===== config.mk =====
export PLATFORM = sky130hd
export DESIGN_NAME = rob_top
export DESIGN_NICKNAME = d
export VERILOG_FILES = /design/src/rob_pkg.sv /design/src/rob_if.sv /design/src/onehot_mux.sv /design/src/rob_alloc.sv /design/src/rob_entry.sv /design/src/rob_commit.sv /design/src/rob_top.sv
export VERILOG_INCLUDE_DIRS = /design/src /design/src/include
export SDC_FILE = /design/constraint.sdc
export NUM_CORES = 1
export LEC_CHECK = 0
export ABC_CLOCK_PERIOD_IN_PS = 3200
export BUFFER_PORTS_ARGS = -buffer_cell sky130_fd_sc_hd__buf_2
export CAP_MARGIN = 25
export CORE_MARGIN = 2
export CORE_UTILIZATION = 64
export CTS_BUF_LIST = sky130_fd_sc_hd__clkbuf_4 sky130_fd_sc_hd__clkbuf_8
export DETAILED_ROUTE_END_ITERATION = 16
export GPL_TIMING_DRIVEN = 0
export HOLD_SLACK_MARGIN = 0.15
export PLACE_DENSITY = 0.83
export RECOVER_POWER = 25
export SKIP_LAST_GASP = 1
export SLEW_MARGIN = 15
export SYNTH_ARGS = -nofsm -noshare
export SYNTH_HDL_FRONTEND = slang
export SYNTH_SLANG_ARGS = --single-unit

===== constraint.sdc =====
create_clock -name i_clk -period 3.2 [get_ports i_clk]
set_input_delay 0.48 -clock i_clk [delete_from_list [all_inputs] [get_ports i_clk]]
set_output_delay 0.48 -clock i_clk [all_outputs]
set_load 0.05 [all_outputs]

===== src/include/rob_defs_defs.svh =====
`ifndef ROB_DEFS_DEFS_SVH
`define ROB_DEFS_DEFS_SVH

// ------------------------------------------------------------
// reorder buffer sizing
// ------------------------------------------------------------

// number of reorder entries
`define ROB_ENTRIES 8

// index bits of an entry, log2 of ROB_ENTRIES
`define ROB_ENTRY_W 3

// commit id is the entry index plus a wrap bit
`define ROB_CMT_ID_W 4

// instructions in one dispatch group
`define ROB_DISP_SIZE 2

// completion report ports from the execution units
`define ROB_DONE_PORTS 2

// floating-point exception flags
`define ROB_FFLAGS_W 5

`endif


===== src/rob_pkg.sv =====
`default_nettype none

`include "rob_defs_defs.svh"

package rob_pkg;

  // index in the low bits, wrap bit on top
  typedef logic [`ROB_CMT_ID_W-1:0] cmt_id_t;

  // one bit per slot of a dispatch group
  typedef logic [`ROB_DISP_SIZE-1:0] grp_id_t;

  typedef logic [`ROB_FFLAGS_W-1:0] fflags_t;

  // payload of one completion report
  typedef struct packed {
    logic    except_valid;
    logic    fflags_update_valid;
    fflags_t fflags;
  } done_rpt_t;

  typedef struct packed {
    logic                           valid;
    logic                           cmt_id_msb;   // wrap bit at dispatch
    grp_id_t                        grp_id;       // occupied slots
    grp_id_t                        done_grp_id;  // slots reported done
    grp_id_t                        dead;         // slots that will not retire
    grp_id_t                        except;       // slots with an exception
    fflags_t [`ROB_DISP_SIZE-1:0]   fflags;       // zero unless update was reported
  } rob_entry_t;

  // true when slot a_grp of group a_id is younger than slot b_grp of b_id
  function automatic logic is_younger(cmt_id_t a_id, grp_id_t a_grp,
                                      cmt_id_t b_id, grp_id_t b_grp);
    cmt_id_t diff;
    diff = a_id - b_id;  // wraps modulo 16
    if (a_id == b_id) begin
      return a_grp > b_grp;  // one-hot masks compare like indices
    end
    return (diff != '0) && (diff <= `ROB_ENTRIES);
  endfunction

endpackage

`default_nettype wire


===== src/rob_if.sv =====
`timescale 1ns/1ps
`default_nettype none

// ------------------------------------------------------------
// completion report from one execution port
// ------------------------------------------------------------
interface done_report_if;
  logic              valid;
  rob_pkg::cmt_id_t  cmt_id;
  rob_pkg::grp_id_t  grp_id;  // exactly one slot
  logic              except_valid;
  logic              fflags_update_valid;
  rob_pkg::fflags_t  fflags;

  modport master (output valid, cmt_id, grp_id, except_valid, fflags_update_valid, fflags);
  modport slave  (input  valid, cmt_id, grp_id, except_valid, fflags_update_valid, fflags);
endinterface

// ------------------------------------------------------------
// branch resolution
// ------------------------------------------------------------
interface br_upd_if;
  logic              update;
  rob_pkg::cmt_id_t  cmt_id;
  rob_pkg::grp_id_t  grp_id;  // slot of the branch
  logic              mispredict;

  modport master (output update, cmt_id, grp_id, mispredict);
  modport slave  (input  update, cmt_id, grp_id, mispredict);
endinterface

`default_nettype wire


===== src/onehot_mux.sv =====
`timescale 1ns/1ps
`default_nettype none

// OR of every word whose select bit is set
module onehot_mux #(
  parameter type T     = logic,
  parameter int  WORDS = 2
) (
  input  logic [WORDS-1:0] i_sel,
  input  T                 i_data [WORDS],
  output T                 o_data
);

  always_comb begin
    o_data = T'('0);
    for (int w = 0; w < WORDS; w++) begin
      if (i_sel[w]) begin
        o_data = T'(o_data | i_data[w]);  // select is one-hot, so OR picks the word
      end
    end
  end

endmodule

`default_nettype wire


===== src/rob_alloc.sv =====
`timescale 1ns/1ps
`default_nettype none

`include "rob_defs_defs.svh"

module rob_alloc (
  input  logic                     i_clk,
  input  logic                     i_reset_n,
  input  logic                     i_disp_valid,
  input  rob_pkg::grp_id_t         i_disp_grp_id,
  input  logic                     i_commit,
  input  logic                     i_flush,
  output logic [`ROB_ENTRIES-1:0]  o_load,
  output rob_pkg::rob_entry_t      o_entry_in,
  output rob_pkg::cmt_id_t         o_cmt_id,
  output logic                     o_full
);

  rob_pkg::cmt_id_t        r_tail;   // next id to hand out
  logic [`ROB_ENTRY_W:0]   r_count;  // entries in use, 0..8
  logic                    w_accept;

  assign o_full   = (r_count == `ROB_ENTRIES);
  assign w_accept = i_disp_valid & ~o_full;
  assign o_cmt_id = r_tail;

  // one-hot load strobe for the tail entry
  always_comb begin
    for (int e = 0; e < `ROB_ENTRIES; e++) begin
      o_load[e] = w_accept && (r_tail[`ROB_ENTRY_W-1:0] == e[`ROB_ENTRY_W-1:0]);
    end
  end

  always_comb begin
    o_entry_in            = '0;
    o_entry_in.valid      = 1'b1;
    o_entry_in.cmt_id_msb = r_tail[`ROB_CMT_ID_W-1];
    o_entry_in.grp_id     = i_disp_grp_id;
  end

  always_ff @(posedge i_clk or negedge i_reset_n) begin
    if (!i_reset_n) begin
      r_tail  <= '0;
      r_count <= '0;
    end else if (i_flush) begin
      r_tail  <= '0;  // every entry is cleared on this edge
      r_count <= '0;
    end else begin
      if (w_accept) begin
        r_tail <= r_tail + 1'b1;  // carry into the msb flips the wrap bit
      end
      case ({w_accept, i_commit})
        2'b10:   r_count <= r_count + 1'b1;
        2'b01:   r_count <= r_count - 1'b1;
        default: r_count <= r_count;
      endcase
    end
  end

endmodule

`default_nettype wire


===== src/rob_entry.sv =====
`timescale 1ns/1ps
`default_nettype none

`include "rob_defs_defs.svh"

module rob_entry (
  input  logic                     i_clk,
  input  logic                     i_reset_n,
  input  logic [`ROB_ENTRY_W-1:0]  i_index_id,
  input  logic                     i_load_valid,
  input  rob_pkg::rob_entry_t      i_entry_in,
  done_report_if.slave             done_if [`ROB_DONE_PORTS],
  br_upd_if.slave                  br_if,
  input  logic                     i_kill,
  input  logic                     i_commit_finish,
  output rob_pkg::rob_entry_t      o_entry,
  output logic                     o_block_all_done
);

  rob_pkg::rob_entry_t                      r_entry;
  rob_pkg::rob_entry_t                      w_entry_next;
  rob_pkg::cmt_id_t                         w_cmt_id;     // id of the stored group
  rob_pkg::cmt_id_t                         w_in_cmt_id;  // id of a group being loaded
  rob_pkg::grp_id_t                         w_rpt_valid;
  rob_pkg::grp_id_t                         w_rpt_except;
  rob_pkg::fflags_t [`ROB_DISP_SIZE-1:0]    w_rpt_fflags;
  rob_pkg::grp_id_t                         w_exc_hit;
  rob_pkg::grp_id_t                         w_kill_later;
  rob_pkg::grp_id_t                         w_finished;

  assign w_cmt_id    = {r_entry.cmt_id_msb, i_index_id};
  assign w_in_cmt_id = {i_entry_in.cmt_id_msb, i_index_id};

  // ------------------------------------------------------------
  // report match, one payload mux per slot
  // ------------------------------------------------------------
  for (genvar d = 0; d < `ROB_DISP_SIZE; d++) begin : g_slot
    logic [`ROB_DONE_PORTS-1:0] w_hit;
    rob_pkg::done_rpt_t         w_payload [`ROB_DONE_PORTS];
    rob_pkg::done_rpt_t         w_sel;

    for (genvar p = 0; p < `ROB_DONE_PORTS; p++) begin : g_port
      assign w_hit[p] = done_if[p].valid &&
                        (done_if[p].cmt_id[`ROB_ENTRY_W-1:0] == i_index_id) &&
                        (done_if[p].grp_id == rob_pkg::grp_id_t'(1 << d));
      assign w_payload[p] = {done_if[p].except_valid,
                             done_if[p].fflags_update_valid,
                             done_if[p].fflags};
    end

    onehot_mux #(
      .T     (rob_pkg::done_rpt_t),
      .WORDS (`ROB_DONE_PORTS)
    ) u_rpt_mux (
      .i_sel  (w_hit),
      .i_data (w_payload),
      .o_data (w_sel)
    );

    assign w_rpt_valid[d]  = |w_hit;
    assign w_rpt_except[d] = w_sel.except_valid;
    assign w_rpt_fflags[d] = w_sel.fflags_update_valid ? w_sel.fflags : '0;
  end

  // an exception in slot k kills every slot above k
  assign w_exc_hit = w_rpt_valid & w_rpt_except & ~r_entry.dead;

  always_comb begin
    w_kill_later[0] = 1'b0;
    for (int d = 1; d < `ROB_DISP_SIZE; d++) begin
      w_kill_later[d] = w_kill_later[d-1] | w_exc_hit[d-1];
    end
  end

  // ------------------------------------------------------------
  // next state
  // ------------------------------------------------------------
  always_comb begin
    w_entry_next = r_entry;

    if (i_load_valid) begin
      w_entry_next = i_entry_in;
      // branch resolving in the load cycle still sees the new group
      for (int d = 0; d < `ROB_DISP_SIZE; d++) begin
        if (br_if.update && br_if.mispredict && i_entry_in.grp_id[d] &&
            rob_pkg::is_younger(w_in_cmt_id, rob_pkg::grp_id_t'(1 << d),
                                br_if.cmt_id, br_if.grp_id)) begin
          w_entry_next.done_grp_id[d] = 1'b1;
          w_entry_next.dead[d]        = 1'b1;
        end
      end
    end else if (r_entry.valid) begin
      w_entry_next.done_grp_id = r_entry.done_grp_id | w_rpt_valid;

      for (int d = 0; d < `ROB_DISP_SIZE; d++) begin
        if (w_rpt_valid[d] && !r_entry.dead[d]) begin
          w_entry_next.except[d] = w_rpt_except[d];
          w_entry_next.fflags[d] = w_rpt_fflags[d];  // dead slot keeps old flags
        end
        if (w_kill_later[d] && r_entry.grp_id[d]) begin
          w_entry_next.dead[d] = 1'b1;
        end
        if (br_if.update && br_if.mispredict && r_entry.grp_id[d] &&
            rob_pkg::is_younger(w_cmt_id, rob_pkg::grp_id_t'(1 << d),
                                br_if.cmt_id, br_if.grp_id)) begin
          w_entry_next.done_grp_id[d] = 1'b1;
          w_entry_next.dead[d]        = 1'b1;
        end
      end

      if (i_commit_finish) begin
        w_entry_next.valid = 1'b0;  // retired
      end
    end

    if (i_kill) begin
      w_entry_next = '0;  // flush drops everything, a same-cycle load too
    end
  end

  always_ff @(posedge i_clk or negedge i_reset_n) begin
    if (!i_reset_n) begin
      r_entry <= '0;
    end else begin
      r_entry <= w_entry_next;
    end
  end

  assign w_finished       = (r_entry.done_grp_id | r_entry.dead) & r_entry.grp_id;
  assign o_entry          = r_entry;
  assign o_block_all_done = r_entry.valid & (w_finished == r_entry.grp_id);

endmodule

`default_nettype wire


===== src/rob_commit.sv =====
`timescale 1ns/1ps
`default_nettype none

`include "rob_defs_defs.svh"

module rob_commit (
  input  logic                     i_clk,
  input  logic                     i_reset_n,
  input  rob_pkg::rob_entry_t      i_entries [`ROB_ENTRIES],
  input  logic [`ROB_ENTRIES-1:0]  i_all_done,
  output logic [`ROB_ENTRIES-1:0]  o_commit_finish,
  output logic                     o_commit_valid,
  output rob_pkg::cmt_id_t         o_commit_cmt_id,
  output rob_pkg::grp_id_t         o_commit_grp_id,
  output rob_pkg::grp_id_t         o_commit_dead,
  output logic                     o_commit_except,
  output rob_pkg::fflags_t         o_commit_fflags,
  output logic                     o_flush
);

  logic [`ROB_ENTRIES-1:0]  r_head_oh;   // one-hot head entry
  logic                     r_head_msb;  // wrap bit of the head
  logic [`ROB_ENTRY_W-1:0]  w_head_idx;
  rob_pkg::rob_entry_t      w_head;
  rob_pkg::grp_id_t         w_live;
  rob_pkg::grp_id_t         w_first_live;

  onehot_mux #(
    .T     (rob_pkg::rob_entry_t),
    .WORDS (`ROB_ENTRIES)
  ) u_head_mux (
    .i_sel  (r_head_oh),
    .i_data (i_entries),
    .o_data (w_head)
  );

  always_comb begin
    w_head_idx = '0;
    for (int e = 0; e < `ROB_ENTRIES; e++) begin
      if (r_head_oh[e]) begin
        w_head_idx = w_head_idx | e[`ROB_ENTRY_W-1:0];
      end
    end
  end

  // ------------------------------------------------------------
  // retire the head group
  // ------------------------------------------------------------
  assign w_live       = w_head.grp_id & ~w_head.dead;
  assign w_first_live = w_live & (~w_live + 1'b1);  // lowest live slot

  assign o_commit_valid  = |(r_head_oh & i_all_done);
  assign o_commit_finish = o_commit_valid ? r_head_oh : '0;
  assign o_commit_cmt_id = {r_head_msb, w_head_idx};
  assign o_commit_grp_id = w_live;
  assign o_commit_dead   = w_head.dead & w_head.grp_id;
  assign o_commit_except = |(w_first_live & w_head.except);
  assign o_flush         = o_commit_valid & o_commit_except;

  always_comb begin
    o_commit_fflags = '0;
    for (int d = 0; d < `ROB_DISP_SIZE; d++) begin
      if (w_live[d]) begin
        o_commit_fflags = o_commit_fflags | w_head.fflags[d];
      end
    end
  end

  always_ff @(posedge i_clk or negedge i_reset_n) begin
    if (!i_reset_n) begin
      r_head_oh  <= `ROB_ENTRIES'(1);
      r_head_msb <= 1'b0;
    end else if (o_flush) begin
      r_head_oh  <= `ROB_ENTRIES'(1);  // back to entry 0 with the tail
      r_head_msb <= 1'b0;
    end else if (o_commit_valid) begin
      r_head_oh <= {r_head_oh[`ROB_ENTRIES-2:0], r_head_oh[`ROB_ENTRIES-1]};
      if (r_head_oh[`ROB_ENTRIES-1]) begin
        r_head_msb <= ~r_head_msb;
      end
    end
  end

endmodule

`default_nettype wire


===== src/rob_top.sv =====
`timescale 1ns/1ps
`default_nettype none

`include "rob_defs_defs.svh"

module rob_top (
  input  logic                                          i_clk,
  input  logic                                          i_reset_n,
  // dispatch
  input  logic                                          i_disp_valid,
  input  rob_pkg::grp_id_t                              i_disp_grp_id,
  output rob_pkg::cmt_id_t                              o_disp_cmt_id,
  output logic                                          o_full,
  // completion reports, one element per port
  input  logic [`ROB_DONE_PORTS-1:0]                    i_rpt_valid,
  input  rob_pkg::cmt_id_t [`ROB_DONE_PORTS-1:0]        i_rpt_cmt_id,
  input  rob_pkg::grp_id_t [`ROB_DONE_PORTS-1:0]        i_rpt_grp_id,
  input  logic [`ROB_DONE_PORTS-1:0]                    i_rpt_except,
  input  logic [`ROB_DONE_PORTS-1:0]                    i_rpt_fflags_upd,
  input  rob_pkg::fflags_t [`ROB_DONE_PORTS-1:0]        i_rpt_fflags,
  // branch update
  input  logic                                          i_br_update,
  input  rob_pkg::cmt_id_t                              i_br_cmt_id,
  input  rob_pkg::grp_id_t                              i_br_grp_id,
  input  logic                                          i_br_mispredict,
  // commit
  output logic                                          o_commit_valid,
  output rob_pkg::cmt_id_t                              o_commit_cmt_id,
  output rob_pkg::grp_id_t                              o_commit_grp_id,
  output rob_pkg::grp_id_t                              o_commit_dead,
  output logic                                          o_commit_except,
  output rob_pkg::fflags_t                              o_commit_fflags,
  output logic                                          o_flush
);

  logic [`ROB_ENTRIES-1:0]  w_load;
  rob_pkg::rob_entry_t      w_entry_in;
  rob_pkg::rob_entry_t      w_entries [`ROB_ENTRIES];
  logic [`ROB_ENTRIES-1:0]  w_all_done;
  logic [`ROB_ENTRIES-1:0]  w_commit_finish;

  // ------------------------------------------------------------
  // port bundles
  // ------------------------------------------------------------
  done_report_if u_done_if [`ROB_DONE_PORTS] ();
  br_upd_if      u_br_if ();

  for (genvar p = 0; p < `ROB_DONE_PORTS; p++) begin : g_rpt
    assign u_done_if[p].valid               = i_rpt_valid[p];
    assign u_done_if[p].cmt_id              = i_rpt_cmt_id[p];
    assign u_done_if[p].grp_id              = i_rpt_grp_id[p];
    assign u_done_if[p].except_valid        = i_rpt_except[p];
    assign u_done_if[p].fflags_update_valid = i_rpt_fflags_upd[p];
    assign u_done_if[p].fflags              = i_rpt_fflags[p];
  end

  assign u_br_if.update     = i_br_update;
  assign u_br_if.cmt_id     = i_br_cmt_id;
  assign u_br_if.grp_id     = i_br_grp_id;
  assign u_br_if.mispredict = i_br_mispredict;

  rob_alloc u_alloc (
    .i_clk         (i_clk),
    .i_reset_n     (i_reset_n),
    .i_disp_valid  (i_disp_valid),
    .i_disp_grp_id (i_disp_grp_id),
    .i_commit      (o_commit_valid),
    .i_flush       (o_flush),
    .o_load        (w_load),
    .o_entry_in    (w_entry_in),
    .o_cmt_id      (o_disp_cmt_id),
    .o_full        (o_full)
  );

  for (genvar e = 0; e < `ROB_ENTRIES; e++) begin : g_entry
    localparam logic [`ROB_ENTRY_W-1:0] INDEX = e;

    rob_entry u_entry (
      .i_clk            (i_clk),
      .i_reset_n        (i_reset_n),
      .i_index_id       (INDEX),
      .i_load_valid     (w_load[e]),
      .i_entry_in       (w_entry_in),
      .done_if          (u_done_if),
      .br_if            (u_br_if),
      .i_kill           (o_flush),
      .i_commit_finish  (w_commit_finish[e]),
      .o_entry          (w_entries[e]),
      .o_block_all_done (w_all_done[e])
    );
  end

  rob_commit u_commit (
    .i_clk           (i_clk),
    .i_reset_n       (i_reset_n),
    .i_entries       (w_entries),
    .i_all_done      (w_all_done),
    .o_commit_finish (w_commit_finish),
    .o_commit_valid  (o_commit_valid),
    .o_commit_cmt_id (o_commit_cmt_id),
    .o_commit_grp_id (o_commit_grp_id),
    .o_commit_dead   (o_commit_dead),
    .o_commit_except (o_commit_except),
    .o_commit_fflags (o_commit_fflags),
    .o_flush         (o_flush)
  );

endmodule

`default_nettype wire


Yosys cells after proc, flatten, opt, wreduce, memory -nomap -nowiden
Index checks and enable logic that the tools add are counted.
Storage, ports and cells
  bits in registers: 177
  logic and storage cells: 921
  bits in latches: 0
  bits in read-only memories: 0
  RAM bits: 0
  memories: 0
  input bits: 41
Cells by class
  shift operators: 0
  $lt $le $gt $ge: 18
  multiply operators: 0
  bitwise gates (word level): 91
  equality and inequality tests: 52
  mux-type cells: 371
  reduce and logical (&&, ||, !) cells: 285
  div/mod/pow operators: 0
  $add $sub $neg: 20
Operator list (number)
  16-bit two-way mux: 16
  1-bit two-way mux: 252
  7-bit two-way mux: 32
  5-bit two-way mux: 34
  20-bit two-way mux: 8
  1-bit logical AND: 147
  18-bit two-way mux: 8
  18-bit OR: 7
  7-bit OR: 16
  3-bit nonzero test: 33
  4-bit nonzero test: 24
  2-bit AND reduction: 33
  4-bit == test: 16
  4-bit <= comparator, second input constant: 16
  4-bit subtractor: 16
  3-bit == test, second input constant: 12
  3-bit two-way mux: 12
  2-bit OR reduction: 17
  2-bit OR: 16
  1-bit AND: 26
  2-bit AND: 12
  8-bit two-way mux: 3
  2-bit nonzero test: 11
  3-bit by 2-bit == test with 1-bit output, second input constant: 6
  20 further kinds: 64

Depth between registers and ports, before layout
  word-level depth: 25
  depth in mapped cells: 16
  depth with buffers taken out: 13

Modules after synthesis
A second synthesis with hierarchy kept.
Second synthesis, totals
  cells, all modules: 1525
  area, all modules: 15090.7 µm²
By module, submodules not included
  rob_entry at g_entry[2].u_entry ...: instances 4, cells an instance 143, area each 1456.4 µm²
  rob_entry at g_entry[1].u_entry: instances 1, cells an instance 147, area each 1501.4 µm²
  rob_entry at g_entry[6].u_entry: instances 1, cells an instance 144, area each 1493.9 µm²
  rob_entry at g_entry[7].u_entry: instances 1, cells an instance 145, area each 1473.9 µm²
  rob_entry at g_entry[0].u_entry: instances 1, cells an instance 139, area each 1382.6 µm²
  onehot_mux at g_entry[0].u_entry.g_slot[0].u_rpt_mux ...: instances 16, cells an instance 7, area each 70.1 µm²
  onehot_mux at u_commit.u_head_mux: instances 1, cells an instance 116, area each 865.8 µm²
  rob_alloc: instances 1, cells an instance 91, area each 794.5 µm²
  rob_commit: instances 1, cells an instance 57, area each 624.3 µm²
  rob_top: instances 1, cells an instance 2, area each 7.5 µm²

Worst setup path after synthesis
OpenSTA, ideal clock, no wires.
  path kind: reg-to-reg
  start point: reg u_commit.r_head_oh[0]
  end point: reg u_alloc.r_count[3]
  clock period less this slack: 3300 ps
  cell stages (with the launch flop): 17
  path slack: -100 ps
  data arrival time: 3166 ps
  buffers on the path: 3
  data required time: 3065 ps
  cell sequence: dfstp_2 buf_4 nand2_1 a211oi_1 nor4_1 and2_1 buf_4 inv_2 clkbuf_1 ha_1 ha_1 a21o_1 a21oi_1 xnor2_1 nor2_1 xnor2_1 nor2_1
Between the ends
  elaborated cells on any way between the ends: 30
  those cells by class: add/sub: 1; eq/ne: 2; mux: 10; bitwise: 14; reduce/logical: 3
RTL lines
  start: declaration: RTL line rob_commit.sv:21  | logic [`ROB_ENTRIES-1:0] r_head_oh;
  start signal: assignment: RTL line rob_commit.sv:71  | r_head_oh <= `ROB_ENTRIES'(1);
  start signal: assignment: RTL line rob_commit.sv:74  | r_head_oh <= `ROB_ENTRIES'(1);
  start signal: assignment: RTL line rob_commit.sv:77  | r_head_oh <= {r_head_oh[`ROB_ENTRIES-2:0], r_head_oh[`ROB_ENTRIES-1]};
  8-bit AND *: RTL line rob_commit.sv:52  | assign o_commit_valid = |(r_head_oh & i_all_done);
  8-bit OR reduction *: RTL line rob_commit.sv:52
  net o_commit_valid: RTL line rob_top.sv:27  | output logic o_commit_valid,
  2-bit by 1-bit == test with 1-bit output or 2-bit == test (tied branches): RTL line rob_alloc.sv:52  | case ({w_accept, i_commit})
  4-bit one-hot mux with 2 select lines: RTL line rob_alloc.sv:52
  4-bit two-way mux: RTL line rob_alloc.sv:45  | end else if (i_flush) begin
  end signal: assignment: RTL line rob_alloc.sv:53  | 2'b10: r_count <= r_count + 1'b1;
  end signal: assignment: RTL line rob_alloc.sv:54  | 2'b01: r_count <= r_count - 1'b1;
  end signal: assignment: RTL line rob_alloc.sv:55  | default: r_count <= r_count;
  end: declaration: RTL line rob_alloc.sv:20  | logic [`ROB_ENTRY_W:0] r_count;
The timed path passes the listed nets; every way through them passes the cells marked *.
A chain may end at the register's enable or synchronous reset.

Final worst setup path
  start point: reg u_commit.r_head_oh[5]
  end point: out o_flush
Between the ends
  word-level cells in the longest chain between the ends: 13
  elaborated cells on any way between the ends: 15
  those cells by class: add/sub: 1; mux: 3; bitwise: 9; reduce/logical: 2
Ends and longest elaborated chain
  18-bit two-way mux: RTL line onehot_mux.sv:17  | if (i_sel[w]) begin
  18-bit OR: RTL line onehot_mux.sv:18  | o_data = T'(o_data | i_data[w]);
  18-bit two-way mux: RTL line onehot_mux.sv:17
  18-bit OR: RTL line onehot_mux.sv:18
  18-bit two-way mux: RTL line onehot_mux.sv:17
  2-bit NOT: RTL line rob_commit.sv:49  | assign w_live = w_head.grp_id & ~w_head.dead;
  2-bit AND: RTL line rob_commit.sv:49
  2-bit NOT: RTL line rob_commit.sv:50  | assign w_first_live = w_live & (~w_live + 1'b1);
  2-bit by 1-bit adder with 2-bit output: RTL line rob_commit.sv:50
  2-bit AND: RTL line rob_commit.sv:50
  2-bit AND: RTL line rob_commit.sv:57  | assign o_commit_except = |(w_first_live & w_head.except);
  2-bit OR reduction: RTL line rob_commit.sv:57
  1-bit AND *: RTL line rob_commit.sv:58  | assign o_flush = o_commit_valid & o_commit_except;
  end: declaration: RTL line rob_top.sv:33  | output logic o_flush
Every way passes the cells marked *; elsewhere a longest branch is shown, timed or not.

==> results by group <==
Outcome
  – Status: finished, violations left
  – Failing checks: max-capacitance violations, max-slew violations

Drt
  – Final ANT Viol Nets: 0
  – DRT Pass-1 Iters: 8
  – Routed WL: 41400 um
  – Wire length per cell: ~26 um
  – DRC Markers: 0
  – Routed vias: 11.5k
  – Vias per Instance: 7.31
  – Initial DRC count: 1964

Timing
  – Minimum clock period: between 3 and 4 ns
  – Worst-Margin Slew: 2.18 ns
  – Unrepaired setup endpoints after global routing: false
  – Skew final: between 0.02 and 0.025 ns
  – Setup violations, final: 0
  – FMAX: approximately 0.31 GHz
  – Final worst setup slack: 0.0103 ns
  – Worst slew margin: -45.4%
  – Worst Hold Margin: 0.498 ns
  – Slew Viols, Final: approximately 80
  – Final worst-path cycle share: 99.7%
  – Hold Vio Cnt, Final: 0

Critical path
  – Slowest cell delay on critical path: 0.46 ns
  – Worst path bufs/invs: 5
  – CP endpoint kind: output pin
  – Critical path's most frequent cell: inv_2
  – Critical path class: flop to output pin
  – CP Data Required Time: 2.72 ns
  – Reg2reg end: u_alloc.r_count[3]
  – Crit-path cells: clkbuf_4 -> a22oi_1 -> nand4_1 -> and3b_1 -> a31oi_4 -> inv_2 -> nand2_4 -> inv_2 -> buf_12 -> buf_6
  – R2R Setup Slk: between 0.1 and 0.15 ns
  – Crit path max-delay family: buffers and inverters
  – Worst reg2reg path depth: 16
  – Crit path arrival time: 2.71 ns
  – Slowest CP cell: dfrtp_1
  – Worst setup SP type: flop
  – Critical-path maximum fanout: 10
  – Reg2Reg Launch Point: u_commit.r_head_oh[0]
  – CP startpoint: u_commit.r_head_oh[5]

Floorplanning
  – Chip width: 136 um
  – Total die area: 18600 um^2
  – FP Rows: 48
  – I/O pin total: 62
  – Initial core utilization: about two thirds
  – Die Y-Extent: 136 um
  – Core footprint: 17200 um^2

Power and ir drop
  – LEAKAGE: 5.31 nW
  – Peak supply drop: 667 uV
  – PwrDens: 584 nW/um^2
  – Total power: 7.21 mW

Cells and area
  – Final-stage net count: between 1k and 1.5k
  – Area Overhead vs Synth: 9.97%
  – Share of cells above drive strength 1: between 10% and 20%
  – Final core occ: 71.6%
  – Number of antenna diodes: 0

Yosys
  – Yosys top cell by area: dfrtp_1
  – Synth Flop Type: dfrtp_1
  – Sequential element share of the synthesized area: 39.5%
  – Yosys cell types: 71
  – Seq cells post-synth: roughly 180
  – Top cells by area, synth: dfrtp_1 (39%), a22oi_1 (11%), a22o_1 (7.0%), nor2_1 (6.1%), nand2_1 (3.0%)
  – Post-synth EDFFs: 0
  – Syn_nets: ~1.3k
  – Mapped cell area: between 10000 and 15000 um^2
  – Area share of the largest cell type after synthesis: between 30% and 40%
  – Ys Warns: 0
  – Ys async rst share: 100%
  – Mapped Cells: 1276
  – Top cells by count, synth: nor2_1 (183), dfrtp_1 (176), a22oi_1 (169), nand2_1 (91), a22o_1 (90)
  – Most frequent cell after synthesis: nor2_1
  – Avg Inst Size Synth: 8.80 um^2

Placed design
  – Port-buffer cells: slightly above 40
  – DP Worst Slack: -0.231 ns
  – Post-DP HPWL: 30000 um
  – RePlAce Congestion: around 1.1

Global routing
  – First-pass GRT wire length: 62200 um
  – GR Layer Usage met2: 62.5%
  – Largest net degree at the start of global routing: a little under 100
  – Overall routing resource usage: 45.0%
  – M1 GR Usage: 64.0%
  – GR Layer Usage met3: between 15 and 20%
  – Busiest grt layer: met1
  – Vias in the first global route: 10.5k
  – Gr ovfl total: 0
  – Initial antenna violation count: 0

Clock tree
  – CTS root buf: clkbuf_8
  – CTS tree: built
  – TritonCTS Sinks: 177
  – CTS buffer count: 17
  – H-tree Lvls: 4
  – Max clock buf depth: 2
  – Clock transition at path regs: 0.12 ns
  – Clock Latency Late Sink: just over 0.5 ns

Min path
  – Worst hold path depth: 3
  – Hold Crit Start: i_disp_grp_id[1]
  – Worst Hold Class: primary input to flop
  – Hold Path End: g_entry[2].u_entry.o_entry[17]

Job
  – Max cap viols: 1
worst max path at each step:
stage	to	slack (ns)	depth (start not counted)
2_1_floorplan	u_alloc.r_count[3]	0.25	16
3_3_place_gp	g_entry[2].u_entry.o_entry[7]	-1.23	1
3_5_place_dp	u_alloc.r_count[3]	-0.23	16
4_1_cts	o_flush	-0.02	10
5_1_grt	u_alloc.r_count[3]	0.002	15
6_report	o_flush	0.01	10
stage by stage:
step / std cells / setup TNS [ns] / cell area, um^2
2_1_floorplan: 1276 / 0 / 11200
3_5_place_dp: 1543 / -0.443 / 11800
4_1_cts: 1575 / -0.0151 / 12200
3_3_place_gp: 1542 / -214.79 / 11700
6_report: 1579 / 0 / 12300
5_1_grt: 1579 / 0 / 12300
report_power, final:
| group | total, mW | switching (mW) | internal [mW] |
|---|---|---|---|
| clock network | 1.58 | 0.983 | 0.598 |
| registers | 3.27 | 0.605 | 2.66 |
| logic | 2.36 | 1.48 | 0.884 |
repair_timing:
action	in CTS	in global routing
hold buffers	1	0
endpoints found under the setup margin	5	5
endpoints found under the hold margin	80	0
buffers inserted	0	4
gates resized for setup	11	28
pin swaps	0	3
flip-flops by register name (all words and copies together) (netlist names):
signal,cells
g_entry.u_entry.o_entry,160
u_alloc.o_cmt_id,4
u_alloc.r_count,4
u_commit.r_head_msb,1
u_commit.r_head_oh,8
area by class of cell:
type,instances,area (um^2)
Tap cell,225,282
Clock inverter,14,143
Inverter,25,96.3
Timing Repair Buffer,48,284
Fill cell,1386,4890
Clock buffer,18,248
Buffer,101,500
Sequential cell,177,4430
Multi-Input combinational cell,971,6360
cell families after synthesis:
family | synth area share, %
simple gates | 20.7
buf+inv | 5.09
compound gates | 29.6
mux | 1.35
fa+ha+maj | 2.18
flops | 39.5
xor+xnor | 1.68
worst min-delay path: cells and delay by family:
kind | cells | cell delay (ns)
AO/OA/AOI/OAI | 1 | 0.06
buffers and inverters | 1 | 0.29
AND/OR/NAND/NOR | 1 | 0.15
cells in the final DEF, fill, tap and decap left out, types with 8 or more instances in the layout:
master    count
nor2_1      182
dfrtp_1     174
a22oi_1     167
nand2_1      91
a22o_1       90
buf_2        64
a21oi_1      57
nor3_1       47
clkbuf_1     44
nor2b_1      26
inv_1        22
nand4_1      19
clkbuf_8     18
buf_1        17
nand3_1      17
ha_1         17
o21ai_0      14
o21ai_1      14
mux2i_1      14
buf_4        13
a211oi_1     13
xnor2_1      12
a311oi_1     12
nor3_2       12
and2_1       11
and3_1        8
o211ai_1      8
o31ai_1       8
per-layer routing:
metal	routed length, um	up-vias
met1	16200	5534
met3	6720	133
li1	-	4921
met2	17300	960
met4	1200	0
met5	0	-
(Power assumes the default switching activity.)
